--- src/aib_pkg.sv ---
/*
 * AIB link shared types
 * Status bits, sideband frame layouts and sideband pin bundle
 * used by both the master and the slave channel.
 */
package aib_pkg;

    // ======================================================================
    // sideband frame widths
    // ======================================================================
    localparam int MS_USER_W = 16;  // master user control bits
    localparam int SL_USER_W = 12;  // slave user control bits

    // what a channel tells the far side about itself
    typedef struct packed {
        logic osc_transfer_en;
        logic tx_dcc_cal_done;
        logic rx_dll_lock;
        logic rx_transfer_en;
        logic tx_transfer_en;
    } link_status_t;

    // master to slave frame of 21 bits
    typedef struct packed {
        link_status_t         status;
        logic [MS_USER_W-1:0] user;
    } ms_sr_t;

    // slave to master frame of 17 bits
    typedef struct packed {
        link_status_t         status;
        logic [SL_USER_W-1:0] user;
    } sl_sr_t;

    // one direction of the sideband
    typedef struct packed {
        logic data;  // serial bit sent msb first
        logic load;  // high with last bit of frame
    } sb_pins_t;

endpackage

--- src/aib_cal.sv ---
/*
 * Calibration timing model
 * Raises done a fixed number of cycles after a level request,
 * standing in for the duty-cycle corrector or the DLL.
 */
`timescale 1ns/1ps

module aib_cal #(
    parameter int CAL_CYCLES = 12
) (
    input  logic osc_clk,
    input  logic rst,
    input  logic req,
    output logic done
);

    localparam int CNT_W = $clog2(CAL_CYCLES + 1);

    logic [CNT_W-1:0] cnt;

    always_ff @(posedge osc_clk) begin
        if (rst || !req) begin
            cnt  <= '0;
            done <= 1'b0;  // drops the cycle after req falls
        end else if (cnt == CNT_W'(CAL_CYCLES)) begin
            done <= 1'b1;  // counter saturates here
        end else begin
            cnt <= cnt + 1'b1;
        end
    end

endmodule

--- src/aib_channel.sv ---
/*
 * AIB channel
 * Link-up sequencer, calibration models, sideband and data path
 * for one side of the link, master or slave.
 */
`timescale 1ns/1ps

module aib_channel import aib_pkg::*; #(
    parameter bit  IS_MASTER  = 1'b1,
    parameter int  DATAWIDTH  = 20,
    parameter int  DCC_CYCLES = 12,
    parameter int  DLL_CYCLES = 20,
    parameter type LOC_T      = ms_sr_t,
    parameter type FAR_T      = sl_sr_t
) (
    input  logic                   osc_clk,
    input  logic                   rst,
    input  logic                   config_done,
    input  logic                   tx_dcc_dll_lock_req,
    input  logic                   rx_dcc_dll_lock_req,
    input  logic [$bits(LOC_T)-$bits(link_status_t)-1:0] user_cntl,
    output FAR_T                   sr_tomac,
    output logic                   tx_transfer_en,
    output logic                   rx_transfer_en,
    input  logic                   itxen,
    input  logic [DATAWIDTH-1:0]   idat0,
    input  logic [DATAWIDTH-1:0]   idat1,
    output logic [DATAWIDTH-1:0]   data_out0,
    output logic [DATAWIDTH-1:0]   data_out1,
    input  logic                   mac_rdy,
    output logic                   fs_mac_rdy,
    output sb_pins_t               sb_tx,
    input  sb_pins_t               sb_rx,
    output logic [2*DATAWIDTH-1:0] pad_tx,
    input  logic [2*DATAWIDTH-1:0] pad_rx,
    output logic                   rstn_pad_tx,
    input  logic                   rstn_pad_rx
);

    localparam int ST_W = $bits(link_status_t);

    link_status_t status;
    link_status_t far_status;
    LOC_T         loc_frame;
    logic         dcc_req;
    logic         dcc_done;
    logic         dll_req;
    logic         dll_lock;

    // status sits in the top bits of every frame
    assign loc_frame  = LOC_T'({status, user_cntl});
    assign far_status = link_status_t'(sr_tomac[$bits(FAR_T)-1 -: ST_W]);

    assign tx_transfer_en = status.tx_transfer_en;
    assign rx_transfer_en = status.rx_transfer_en;

    aib_sm #(.IS_MASTER(IS_MASTER)) u_sm (
        .osc_clk             (osc_clk),
        .rst                 (rst),
        .config_done         (config_done),
        .tx_dcc_dll_lock_req (tx_dcc_dll_lock_req),
        .rx_dcc_dll_lock_req (rx_dcc_dll_lock_req),
        .far_status          (far_status),
        .dcc_req             (dcc_req),
        .dcc_done            (dcc_done),
        .dll_req             (dll_req),
        .dll_lock            (dll_lock),
        .status              (status)
    );

    aib_sideband_sr #(.TX_T(LOC_T), .RX_T(FAR_T)) u_sb (
        .osc_clk   (osc_clk),
        .rst       (rst),
        .frame_out (loc_frame),
        .frame_in  (sr_tomac),
        .sb_tx     (sb_tx),
        .sb_rx     (sb_rx)
    );

    aib_cal #(.CAL_CYCLES(DCC_CYCLES)) u_dcc (  // tx duty-cycle cal
        .osc_clk (osc_clk),
        .rst     (rst),
        .req     (dcc_req),
        .done    (dcc_done)
    );

    aib_cal #(.CAL_CYCLES(DLL_CYCLES)) u_dll (  // rx dll lock
        .osc_clk (osc_clk),
        .rst     (rst),
        .req     (dll_req),
        .done    (dll_lock)
    );

    aib_io #(.DATAWIDTH(DATAWIDTH)) u_io (
        .osc_clk        (osc_clk),
        .rst            (rst),
        .itxen          (itxen),
        .idat0          (idat0),
        .idat1          (idat1),
        .tx_transfer_en (status.tx_transfer_en),
        .rx_transfer_en (status.rx_transfer_en),
        .data_out0      (data_out0),
        .data_out1      (data_out1),
        .pad_tx         (pad_tx),
        .pad_rx         (pad_rx),
        .mac_rdy        (mac_rdy),
        .rstn_pad_tx    (rstn_pad_tx),
        .rstn_pad_rx    (rstn_pad_rx),
        .fs_mac_rdy     (fs_mac_rdy)
    );

endmodule

--- src/aib_io.sv ---
/*
 * AIB data and MAC-ready pad path
 * Registers the data word pair and mac_rdy onto the pads and
 * registers the far-side pad data back to the MAC.
 */
`timescale 1ns/1ps

module aib_io #(
    parameter int DATAWIDTH = 20
) (
    input  logic                   osc_clk,
    input  logic                   rst,
    input  logic                   itxen,
    input  logic [DATAWIDTH-1:0]   idat0,
    input  logic [DATAWIDTH-1:0]   idat1,
    input  logic                   tx_transfer_en,
    input  logic                   rx_transfer_en,
    output logic [DATAWIDTH-1:0]   data_out0,
    output logic [DATAWIDTH-1:0]   data_out1,
    output logic [2*DATAWIDTH-1:0] pad_tx,
    input  logic [2*DATAWIDTH-1:0] pad_rx,
    input  logic                   mac_rdy,
    output logic                   rstn_pad_tx,
    input  logic                   rstn_pad_rx,
    output logic                   fs_mac_rdy
);

    always_ff @(posedge osc_clk) begin
        if (rst) begin
            pad_tx <= '0;
        end else if (itxen && tx_transfer_en) begin
            pad_tx <= {idat1, idat0};
        end else begin
            pad_tx <= '0;  // idle pads low
        end
    end

    always_ff @(posedge osc_clk) begin
        if (rst || !rx_transfer_en) begin
            data_out1 <= '0;
            data_out0 <= '0;
        end else begin
            data_out1 <= pad_rx[2*DATAWIDTH-1:DATAWIDTH];
            data_out0 <= pad_rx[DATAWIDTH-1:0];
        end
    end

    always_ff @(posedge osc_clk) begin
        if (rst) begin
            rstn_pad_tx <= 1'b0;
        end else begin
            rstn_pad_tx <= mac_rdy;
        end
    end

    assign fs_mac_rdy = rstn_pad_rx;  // far side already registered it

endmodule

--- src/aib_link.sv ---
/*
 * AIB link top
 * Master and slave channel joined back to back by their pad wires.
 */
`timescale 1ns/1ps

module aib_link import aib_pkg::*; #(
    parameter int DATAWIDTH  = 20,
    parameter int DCC_CYCLES = 12,
    parameter int DLL_CYCLES = 20
) (
    input  logic                 osc_clk,
    input  logic                 rst,
    // master side
    input  logic                 ms_config_done,
    input  logic                 ms_tx_dcc_dll_lock_req,
    input  logic                 ms_rx_dcc_dll_lock_req,
    input  logic [MS_USER_W-1:0] ms_user_cntl,
    output logic                 ms_tx_transfer_en,
    output logic                 ms_rx_transfer_en,
    input  logic                 ms_itxen,
    input  logic [DATAWIDTH-1:0] ms_idat0,
    input  logic [DATAWIDTH-1:0] ms_idat1,
    output logic [DATAWIDTH-1:0] ms_data_out0,
    output logic [DATAWIDTH-1:0] ms_data_out1,
    input  logic                 ms_mac_rdy,
    output logic                 ms_fs_mac_rdy,
    output sl_sr_t               ms_sr_tomac,
    // slave side
    input  logic                 sl_config_done,
    input  logic                 sl_tx_dcc_dll_lock_req,
    input  logic                 sl_rx_dcc_dll_lock_req,
    input  logic [SL_USER_W-1:0] sl_user_cntl,
    output logic                 sl_tx_transfer_en,
    output logic                 sl_rx_transfer_en,
    input  logic                 sl_itxen,
    input  logic [DATAWIDTH-1:0] sl_idat0,
    input  logic [DATAWIDTH-1:0] sl_idat1,
    output logic [DATAWIDTH-1:0] sl_data_out0,
    output logic [DATAWIDTH-1:0] sl_data_out1,
    input  logic                 sl_mac_rdy,
    output logic                 sl_fs_mac_rdy,
    output ms_sr_t               sl_sr_tomac
);

    // ======================================================================
    // wires between the two channels
    // ======================================================================
    sb_pins_t               ms_sb;   // master to slave sideband
    sb_pins_t               sl_sb;   // slave to master sideband
    logic [2*DATAWIDTH-1:0] ms_pad;
    logic [2*DATAWIDTH-1:0] sl_pad;
    logic                   ms_rstn_pad;
    logic                   sl_rstn_pad;

    aib_channel #(
        .IS_MASTER  (1'b1),
        .DATAWIDTH  (DATAWIDTH),
        .DCC_CYCLES (DCC_CYCLES),
        .DLL_CYCLES (DLL_CYCLES),
        .LOC_T      (ms_sr_t),
        .FAR_T      (sl_sr_t)
    ) u_master (
        .osc_clk             (osc_clk),
        .rst                 (rst),
        .config_done         (ms_config_done),
        .tx_dcc_dll_lock_req (ms_tx_dcc_dll_lock_req),
        .rx_dcc_dll_lock_req (ms_rx_dcc_dll_lock_req),
        .user_cntl           (ms_user_cntl),
        .sr_tomac            (ms_sr_tomac),
        .tx_transfer_en      (ms_tx_transfer_en),
        .rx_transfer_en      (ms_rx_transfer_en),
        .itxen               (ms_itxen),
        .idat0               (ms_idat0),
        .idat1               (ms_idat1),
        .data_out0           (ms_data_out0),
        .data_out1           (ms_data_out1),
        .mac_rdy             (ms_mac_rdy),
        .fs_mac_rdy          (ms_fs_mac_rdy),
        .sb_tx               (ms_sb),
        .sb_rx               (sl_sb),
        .pad_tx              (ms_pad),
        .pad_rx              (sl_pad),
        .rstn_pad_tx         (ms_rstn_pad),
        .rstn_pad_rx         (sl_rstn_pad)
    );

    aib_channel #(
        .IS_MASTER  (1'b0),
        .DATAWIDTH  (DATAWIDTH),
        .DCC_CYCLES (DCC_CYCLES),
        .DLL_CYCLES (DLL_CYCLES),
        .LOC_T      (sl_sr_t),
        .FAR_T      (ms_sr_t)
    ) u_slave (
        .osc_clk             (osc_clk),
        .rst                 (rst),
        .config_done         (sl_config_done),
        .tx_dcc_dll_lock_req (sl_tx_dcc_dll_lock_req),
        .rx_dcc_dll_lock_req (sl_rx_dcc_dll_lock_req),
        .user_cntl           (sl_user_cntl),
        .sr_tomac            (sl_sr_tomac),
        .tx_transfer_en      (sl_tx_transfer_en),
        .rx_transfer_en      (sl_rx_transfer_en),
        .itxen               (sl_itxen),
        .idat0               (sl_idat0),
        .idat1               (sl_idat1),
        .data_out0           (sl_data_out0),
        .data_out1           (sl_data_out1),
        .mac_rdy             (sl_mac_rdy),
        .fs_mac_rdy          (sl_fs_mac_rdy),
        .sb_tx               (sl_sb),
        .sb_rx               (ms_sb),
        .pad_tx              (sl_pad),
        .pad_rx              (ms_pad),
        .rstn_pad_tx         (sl_rstn_pad),
        .rstn_pad_rx         (ms_rstn_pad)
    );

endmodule

--- src/aib_sideband_sr.sv ---
/*
 * AIB sideband shift register
 * Streams the local frame to the far side one bit per cycle and
 * rebuilds the far-side frame from the incoming serial bits.
 */
`timescale 1ns/1ps

module aib_sideband_sr import aib_pkg::*; #(
    parameter type TX_T = ms_sr_t,
    parameter type RX_T = sl_sr_t
) (
    input  logic     osc_clk,
    input  logic     rst,
    input  TX_T      frame_out,
    output RX_T      frame_in,
    output sb_pins_t sb_tx,
    input  sb_pins_t sb_rx
);

    localparam int TX_W  = $bits(TX_T);
    localparam int RX_W  = $bits(RX_T);
    localparam int CNT_W = $clog2(TX_W);

    logic [CNT_W-1:0] bit_cnt;
    logic [TX_W-1:0]  tx_sh;
    logic [RX_W-1:0]  rx_sh;
    logic             load_d;
    logic             last_bit;

    // ======================================================================
    // transmit
    // ======================================================================
    assign last_bit = (bit_cnt == CNT_W'(TX_W - 1));

    always_ff @(posedge osc_clk) begin
        if (rst) begin
            bit_cnt <= '0;
        end else if (last_bit) begin
            bit_cnt <= '0;  // next frame starts without a gap
        end else begin
            bit_cnt <= bit_cnt + 1'b1;
        end
    end

    always_ff @(posedge osc_clk) begin
        if (rst || last_bit) begin
            tx_sh <= frame_out;  // snapshot of local frame
        end else begin
            tx_sh <= {tx_sh[TX_W-2:0], 1'b0};
        end
    end

    assign sb_tx.data = tx_sh[TX_W-1];  // msb first
    assign sb_tx.load = last_bit;

    // ======================================================================
    // receive
    // ======================================================================
    always_ff @(posedge osc_clk) begin
        rx_sh <= {rx_sh[RX_W-2:0], sb_rx.data};
    end

    always_ff @(posedge osc_clk) begin
        if (rst) begin
            load_d   <= 1'b0;
            frame_in <= '0;
        end else begin
            load_d <= sb_rx.load;
            if (load_d) begin
                frame_in <= RX_T'(rx_sh);  // full frame now in rx_sh
            end
        end
    end

endmodule

--- src/aib_sm.sv ---
/*
 * AIB link-up sequencer
 * Oscillator handshake, DCC request, DLL request and transfer
 * enables for one channel, driven by the far-side status.
 */
`timescale 1ns/1ps

module aib_sm import aib_pkg::*; #(
    parameter bit IS_MASTER = 1'b1
) (
    input  logic         osc_clk,
    input  logic         rst,
    input  logic         config_done,
    input  logic         tx_dcc_dll_lock_req,
    input  logic         rx_dcc_dll_lock_req,
    input  link_status_t far_status,
    output logic         dcc_req,
    input  logic         dcc_done,
    output logic         dll_req,
    input  logic         dll_lock,
    output link_status_t status
);

    typedef enum logic [1:0] {TX_IDLE, TX_DCC, TX_DONE, TX_EN} tx_state_t;
    typedef enum logic [1:0] {RX_IDLE, RX_DLL, RX_LOCK, RX_EN} rx_state_t;

    logic      osc_en;
    tx_state_t tx_state;
    rx_state_t rx_state;
    logic      osc_go;
    logic      tx_go;
    logic      rx_go;

    // slave waits for the master oscillator
    assign osc_go = IS_MASTER ? config_done : (config_done && far_status.osc_transfer_en);
    assign tx_go  = config_done && tx_dcc_dll_lock_req && far_status.osc_transfer_en;
    assign rx_go  = config_done && rx_dcc_dll_lock_req && far_status.tx_dcc_cal_done;

    // ======================================================================
    // oscillator, transmit and receive sequencers
    // ======================================================================
    always_ff @(posedge osc_clk) begin
        if (rst) begin
            osc_en <= 1'b0;
        end else begin
            osc_en <= osc_go;
        end
    end

    // on a lost condition each machine steps back one state per cycle
    always_ff @(posedge osc_clk) begin
        if (rst) begin
            tx_state <= TX_IDLE;
        end else begin
            case (tx_state)
                TX_IDLE: if (tx_go) tx_state <= TX_DCC;
                TX_DCC: begin
                    if (!tx_go) tx_state <= TX_IDLE;
                    else if (dcc_done) tx_state <= TX_DONE;
                end
                TX_DONE: begin
                    if (!tx_go) tx_state <= TX_DCC;
                    else if (far_status.rx_transfer_en) tx_state <= TX_EN;
                end
                default: begin
                    if (!tx_go || !far_status.rx_transfer_en) tx_state <= TX_DONE;
                end
            endcase
        end
    end

    always_ff @(posedge osc_clk) begin
        if (rst) begin
            rx_state <= RX_IDLE;
        end else begin
            case (rx_state)
                RX_IDLE: if (rx_go) rx_state <= RX_DLL;
                RX_DLL: begin
                    if (!rx_go) rx_state <= RX_IDLE;
                    else if (dll_lock) rx_state <= RX_LOCK;
                end
                RX_LOCK: rx_state <= rx_go ? RX_EN : RX_DLL;
                default: if (!rx_go) rx_state <= RX_LOCK;
            endcase
        end
    end

    // ======================================================================
    // outputs
    // ======================================================================
    assign dcc_req = (tx_state != TX_IDLE);  // held so done stays up
    assign dll_req = (rx_state != RX_IDLE);

    assign status.osc_transfer_en = osc_en;
    assign status.tx_dcc_cal_done = (tx_state == TX_DONE) || (tx_state == TX_EN);
    assign status.rx_dll_lock     = (rx_state == RX_LOCK) || (rx_state == RX_EN);
    assign status.rx_transfer_en  = (rx_state == RX_EN);
    assign status.tx_transfer_en  = (tx_state == TX_EN);

endmodule

--- config.mk ---
export PLATFORM = sky130hd
export DESIGN_NAME = aib_link
export DESIGN_NICKNAME = d
export VERILOG_FILES = /design/src/aib_pkg.sv /design/src/aib_cal.sv /design/src/aib_channel.sv /design/src/aib_io.sv /design/src/aib_link.sv /design/src/aib_sideband_sr.sv /design/src/aib_sm.sv
export SDC_FILE = /design/constraint.sdc
export NUM_CORES = 1
export LEC_CHECK = 0
export ABC_AREA = 1
export BUFFER_PORTS_ARGS = -buffer_cell sky130_fd_sc_hd__clkbuf_2
export CORE_MARGIN = 2
export CORE_UTILIZATION = 47
export DETAILED_ROUTE_END_ITERATION = 7
export GPL_TIMING_DRIVEN = 1
export PLACE_DENSITY_LB_ADDON = 0.05
export RECOVER_POWER = 100
export SKIP_CTS_REPAIR_TIMING = 1
export SYNTH_ARGS = -nofsm -noshare
export SYNTH_HDL_FRONTEND = slang
export SYNTH_SLANG_ARGS = --single-unit
--- constraint.sdc ---
create_clock -name osc_clk -period 1.3 [get_ports osc_clk]
set_input_delay 0.065 -clock osc_clk [delete_from_list [all_inputs] [get_ports osc_clk]]
set_output_delay 0.065 -clock osc_clk [all_outputs]
set_load 0.005 [all_outputs]
**Word-level counts from Yosys, hierarchy flattened**

Cells that the tools add are included.

- Input port bits: 120
- ROM bits: 0
- Memories kept: 0
- Logic and storage cells: 163
- Output and inout bits: 124
- Latch bits: 0
- Memory bits (writable): 0
- Register bits after elaboration: 320

- Multiply operators: 0
- $add $sub $neg: 6
- Order comparisons: 0
- Reduce and logical (&&, ||, !) cells: 53
- Muxes and demuxes: 28
- Eq/ne operators: 30
- Shift-type cells: 0
- Div/mod/pow operators: 0
- Bitwise gates (word level): 2

Operators with widths:

| cell | count |
|---|---|
| 2-bit 2-to-1 mux | 22 |
| 2-bit case mux with 3 select lines | 4 |
| 21-bit 2-to-1 mux | 1 |
| 5-bit by 1-bit adder with 5-bit output (second input constant) | 4 |
| 5-bit equality test (second input constant) | 4 |
| 3-bit inequality test (second input constant) | 6 |
| 17-bit 2-to-1 mux | 1 |
| 2-bit equality test (second input constant) | 8 |
| 1-bit logical OR | 14 |
| 1-bit logical AND | 11 |
| 1-bit logical NOT | 10 |
| 4-bit by 1-bit adder with 4-bit output (second input constant) | 2 |
| 2-bit by 1-bit equality test with 1-bit output (second input constant) | 4 |
| 4-bit equality test (second input constant) | 2 |
| 2-bit logical NOT | 4 |
| 2-bit inequality test (second input constant) | 4 |
| 4-bit by 1-bit inequality test with 1-bit output (second input constant) | 2 |
| 4-bit AND reduction | 2 |
| 2-bit nonzero test | 4 |
| 4-bit nonzero test | 2 |
| 2-bit OR reduction | 4 |
| 3-bit AND reduction | 2 |
| 1-bit NOT | 2 |

**Longest topological paths before layout**

- Word-level depth: 6
- Depth in mapped cells: 10
- Mapped depth without buffers: 9

**By module**

From an unflattened synthesis, not the netlist that was laid out.

- Cell total of the unflattened synthesis: 1216
- Area, all modules: 10547.6 µm²

Modules (own cells, without submodules):

| module | area each (µm²) | sequential area each (µm²) | times used | cells an instance |
|---|---|---|---|---|
| aib_io | 2379.8 | 1621.6 | 2 | 255 |
| aib_sideband_sr at u_slave.u_sb | 2023.2 | 1301.2 | 1 | 219 |
| aib_sideband_sr at u_master.u_sb | 2000.7 | 1221.2 | 1 | 222 |
| aib_cal at u_master.u_dll ... | 317.8 | 120.1 | 2 | 49 |
| aib_cal at u_master.u_dcc ... | 239.0 | 100.1 | 2 | 29 |
| aib_sm at u_slave.u_sm | 326.6 | 100.1 | 1 | 54 |
| aib_sm at u_master.u_sm | 324.1 | 100.1 | 1 | 55 |

**Worst setup path before layout**

OpenSTA, ideal clock, no wires.

- Path type: register to register
- From: register u_slave.u_sb.bit_cnt[0]
- To: register u_slave.u_sb.tx_sh[12]
- Period minus slack after synthesis: 1.257 ns
- Arrival time: 1.140 ns
- Data required time: 1.183 ns
- Cell stages (with the launch flop): 11
- Path slack: 0.043 ns
- Cells stage by stage: dfxtp_1 inv_1 ha_1 nand2_1 nor3_1 inv_1 nand2_2 inv_2 buf_2 nand2_1 o21ai_1

- Word-level cells in the longest chain between the ends: 3

RTL lines:

| element | line | text |
|---|---|---|
| from (decl) | aib_sideband_sr.sv:24 | `logic [CNT_W-1:0] bit_cnt;` |
| from (signal assigned) | aib_sideband_sr.sv:41 | `bit_cnt <= bit_cnt + 1'b1;` |
| 5-bit equality test | aib_sideband_sr.sv:33 | `assign last_bit = (bit_cnt == CNT_W'(TX_W - 1));` |
| 1-bit logical OR | aib_sideband_sr.sv:46 | `if (rst \|\| last_bit) begin` |
| 17-bit 2-to-1 mux | aib_sideband_sr.sv:46 |  |
| to (signal assigned) | aib_sideband_sr.sv:47 | `tx_sh <= frame_out;` |
| to (signal assigned) | aib_sideband_sr.sv:49 | `tx_sh <= {tx_sh[TX_W-2:0], 1'b0};` |
| to (decl) | aib_sideband_sr.sv:25 | `logic [TX_W-1:0] tx_sh;` |

Every way passes these cells.
A chain may end at the register's enable or synchronous reset.

**Worst setup path after layout**

- From: register u_slave.u_sb.bit_cnt[0]
- To: register u_slave.u_sb.tx_sh[14]

The elaborated chain is that of the path after synthesis.

==> results.cfg <==
[placed_design]
place_congestion = 0.7492
dpl.cell_count = 1636
hpwl_mm = 14.08
pre_cts_slack_ns = 0.02251
io_buffers = 243
placed_cell_area_um2 = 11500

[setup_path]
crit_top_cell = nand2_2
crit_chain = inv_2 -> ha_4 -> nand2_2 -> nor3_2 -> inv_1 -> nand2_2 -> inv_4 -> buf_12 -> nand2_2 -> o21ai_1
worstSetupPathType = flop to flop
cp-start-kind = flop
worstSetupStartpoint = u_slave.u_sb.bit_cnt[0]
cp-end-kind = flop
slowest_delay_ns = 0.32
crit_slowest_cell = dfxtp_2
crit_required_ns = 1.67
worstPathMaxFanout = 5
r2r_start = u_slave.u_sb.bit_cnt[0]
crit_arrival_ns = 1.67

[sta]
slew_headroom_pct = 60.20
skew_ns = 0.01919
period_share_pct = 99.96
min_period_ns = 1.300
finalHoldViolCount = 1
setup-violations-final = 0
fmax_ghz = 0.7695
max_slew.worst_pin.slew_ns = 0.5931
slew_violations = 0
rsz0062_at_grt = yes
fin_ws_ns = 0.0004597
hold_slack_ns = -0.0009305

[synthesis]
avgSynthCellArea_um2 = 8.722
synth_seq_cells = 320
synth_warnings = 0
ys_async_sr_fraction_pct = 0
netlist_instances = 1128
ys.flop_type = dfxtp_1
synth_seq_area_share_pct = 65.12
synth_top_cell_by_area = dfxtp_1
synthesis.area_um2 = 9838
synth_top_area_share_pct = 65.12
synthTopCellsByArea = dfxtp_1 65%, nor2_1 10%, inv_1 8.5%, nand2_1 4.9%, o21ai_0 2.9%
synth_edf_count = 0
synth_fp_nets = 1260
synth_cell_types = 24

[finish]
drive_gt1_share_pct = 24.01
nNetsFinal = 1650
multi_input_area_um2 = 2487
final_cells = 1811
area_growth_pct = 40.90
fin_area_um2 = 13860
regArea_um2 = 6422
n_antenna_cell = 0
fillers = 1652

[route]
dr.pass1.iters = 4
wl_mm = 21.97
ant_nets = 0
drt_iter0_drc = 250
drcViolationCount = 0
post_drt_wl_per_cell_um = 12.13
num_vias = 7801
viasPerCell = 4.308

[status]
violations = hold timing
status = complete, but fails checks

[clock_tree]
cts.root.buffer_cell = clkbuf_16
insertion_delay_ns = 0.50
cts.htree.levels = 2
tritoncts = done
clockBufferDepth = 3
path_clk_slew_ns = 0.06
cts_buffers = 34
clkSinkCount = 320

[power]
p_sw_uw = 4335
total_power_uw = 20540
p_int_uw = 16200
power_leakage_uw = 0.006713
seqPwrFrac_pct = 50.1
irDropWorstVdd_v = 0.0009940
p_sw_share_pct = 21.11
pwr-share-clk_pct = 44.2
p_comb_share_pct = 5.7
p_per_area_nw_per_um2 = 1481

[floorplan]
core-area_um2 = 20360
die_h_um = 148.7
die_w_um = 148.7
rows = 52
start_util_pct = 48.31
die_area_um2 = 22110
io-pin-count = 244

[grt]
grt_pass1_wl_mm = 32.80
grt_max_degree = 41
grt_pass1_vias = 6905
track_usage_pct = 18.35
grt_overflow_total = 0
antenna_found_initial = 0

[min_path]
hold_class = primary input to flop
min_from = rst

[flow_run]
maxCapViolCount = 0
-- power groups by stage --
| stage | Sequential [uW] | Combinational (uW) | Clock [uW] |
|---|---|---|---|
| after CTS | 10300 | 855 | 9330 |
| final | 10300 | 1170 | 9080 |
| after global placement | 10500 | 834 | 0 |
| after floorplan | 10400 | 492 | 0 |
| after global routing | 10300 | 1330 | 9720 |
| after detailed placement | 10500 | 843 | 0 |
-- layout make-up --
type,count,area share [%]
Clock buffer,52,7.429
Clock inverter,7,0.2798
Inverter,226,6.138
Multi-Input combinational cell,547,17.94
Sequential cell,320,46.33
Tap cell,270,2.437
Timing Repair Buffer,389,19.44
-- final timing paths --
path                                                 end  slack (ns)  cells after the start
worst max register to register    u_slave.u_sb.tx_sh[14]      0.0005                     10
worst min register to register     u_slave.u_sb.rx_sh[4]        0.34                      0
worst max-delay path              u_slave.u_sb.tx_sh[14]      0.0005                     10
worst min-delay path            u_slave.u_io.rstn_pad_tx     -0.0009                      3
-- stage by stage --
step	utilization, %	TNS, ns	hold WS, ns
floorplan	-	0	0.1720
global placement	56.49	0	0.2570
detailed placement	56.49	0	0.2621
CTS	61.74	-0.1169	-0.2727
global route	68.07	-1.692	0.009777
finish	68.07	0	-0.0009305
-- cells in the mapped netlist, types with 2 or more instances --
cell	count
dfxtp_1	320
nor2_1	267
inv_1	222
nand2_1	129
o21ai_0	57
a21oi_1	25
buf_2	24
nand3_1	24
ha_1	12
xnor2_1	9
o21ai_1	7
clkbuf_1	5
nor3_1	4
buf_4	3
inv_2	3
nand4_1	3
xor2_1	3
a211oi_1	2
buf_6	2
nand2_2	2
o211ai_1	2
-- logic make-up after synthesis --
family / share of synthesized area (%)
flops: 65.12
compound gates: 4.896
xor+xnor: 1.068
buf+inv: 10.54
simple gates: 16.85
fa+ha+maj: 1.526
-- cells in the final DEF (no fill, tap or decap), types with 6 or more instances in the layout --
cell / n
nand3_1: 22
inv_2: 9
nor2_1: 266
xnor2_1: 9
buf_4: 20
buf_12: 6
clkbuf_1: 9
dlygate4sd3_1: 114
clkinv_2: 6
a21oi_1: 24
nand2_2: 16
clkbuf_16: 36
o21ai_1: 10
o21ai_0: 53
clkbuf_8: 9
dfxtp_2: 7
inv_1: 215
dfxtp_1: 311
ha_1: 11
nand2_1: 113
clkbuf_2: 244
-- registers in the layout (all words and copies together), names as in the netlist, 17 cells and up --
| name | cells |
|---|---|
| u_master.u_io.pad_tx | 40 |
| u_slave.u_io.pad_tx | 40 |
| u_master.u_sb.tx_sh | 21 |
| u_slave.u_sb.frame_in | 21 |
| u_slave.u_sb.rx_sh | 21 |
| u_master.u_io.data_out0 | 20 |
| u_master.u_io.data_out1 | 20 |
| u_slave.u_io.data_out0 | 20 |
| u_slave.u_io.data_out1 | 20 |
| u_master.u_sb.frame_in | 17 |
| u_master.u_sb.rx_sh | 17 |
| u_slave.u_sb.tx_sh | 17 |
-- layer usage --
metal / wire (um) / global-route usage, % / vias up
met1: 10120 / 23.91 / 3474
li1: - / - / 4092
met2: 10110 / 29.75 / 192
met4: 579 / 7.095 / 0
met5: 0 / 0 / -
met3: 1155 / 4.294 / 43
-- worst max-delay path: cells and delay by family, from the launching register on --
family	cells	cell delay (ns)
buf+inv	4	0.35
simple gates	4	0.33
flops	1	0.32
compound gates	1	0.06
fa+ha+maj	1	0.12
Power figures use the tool's default switching activity.
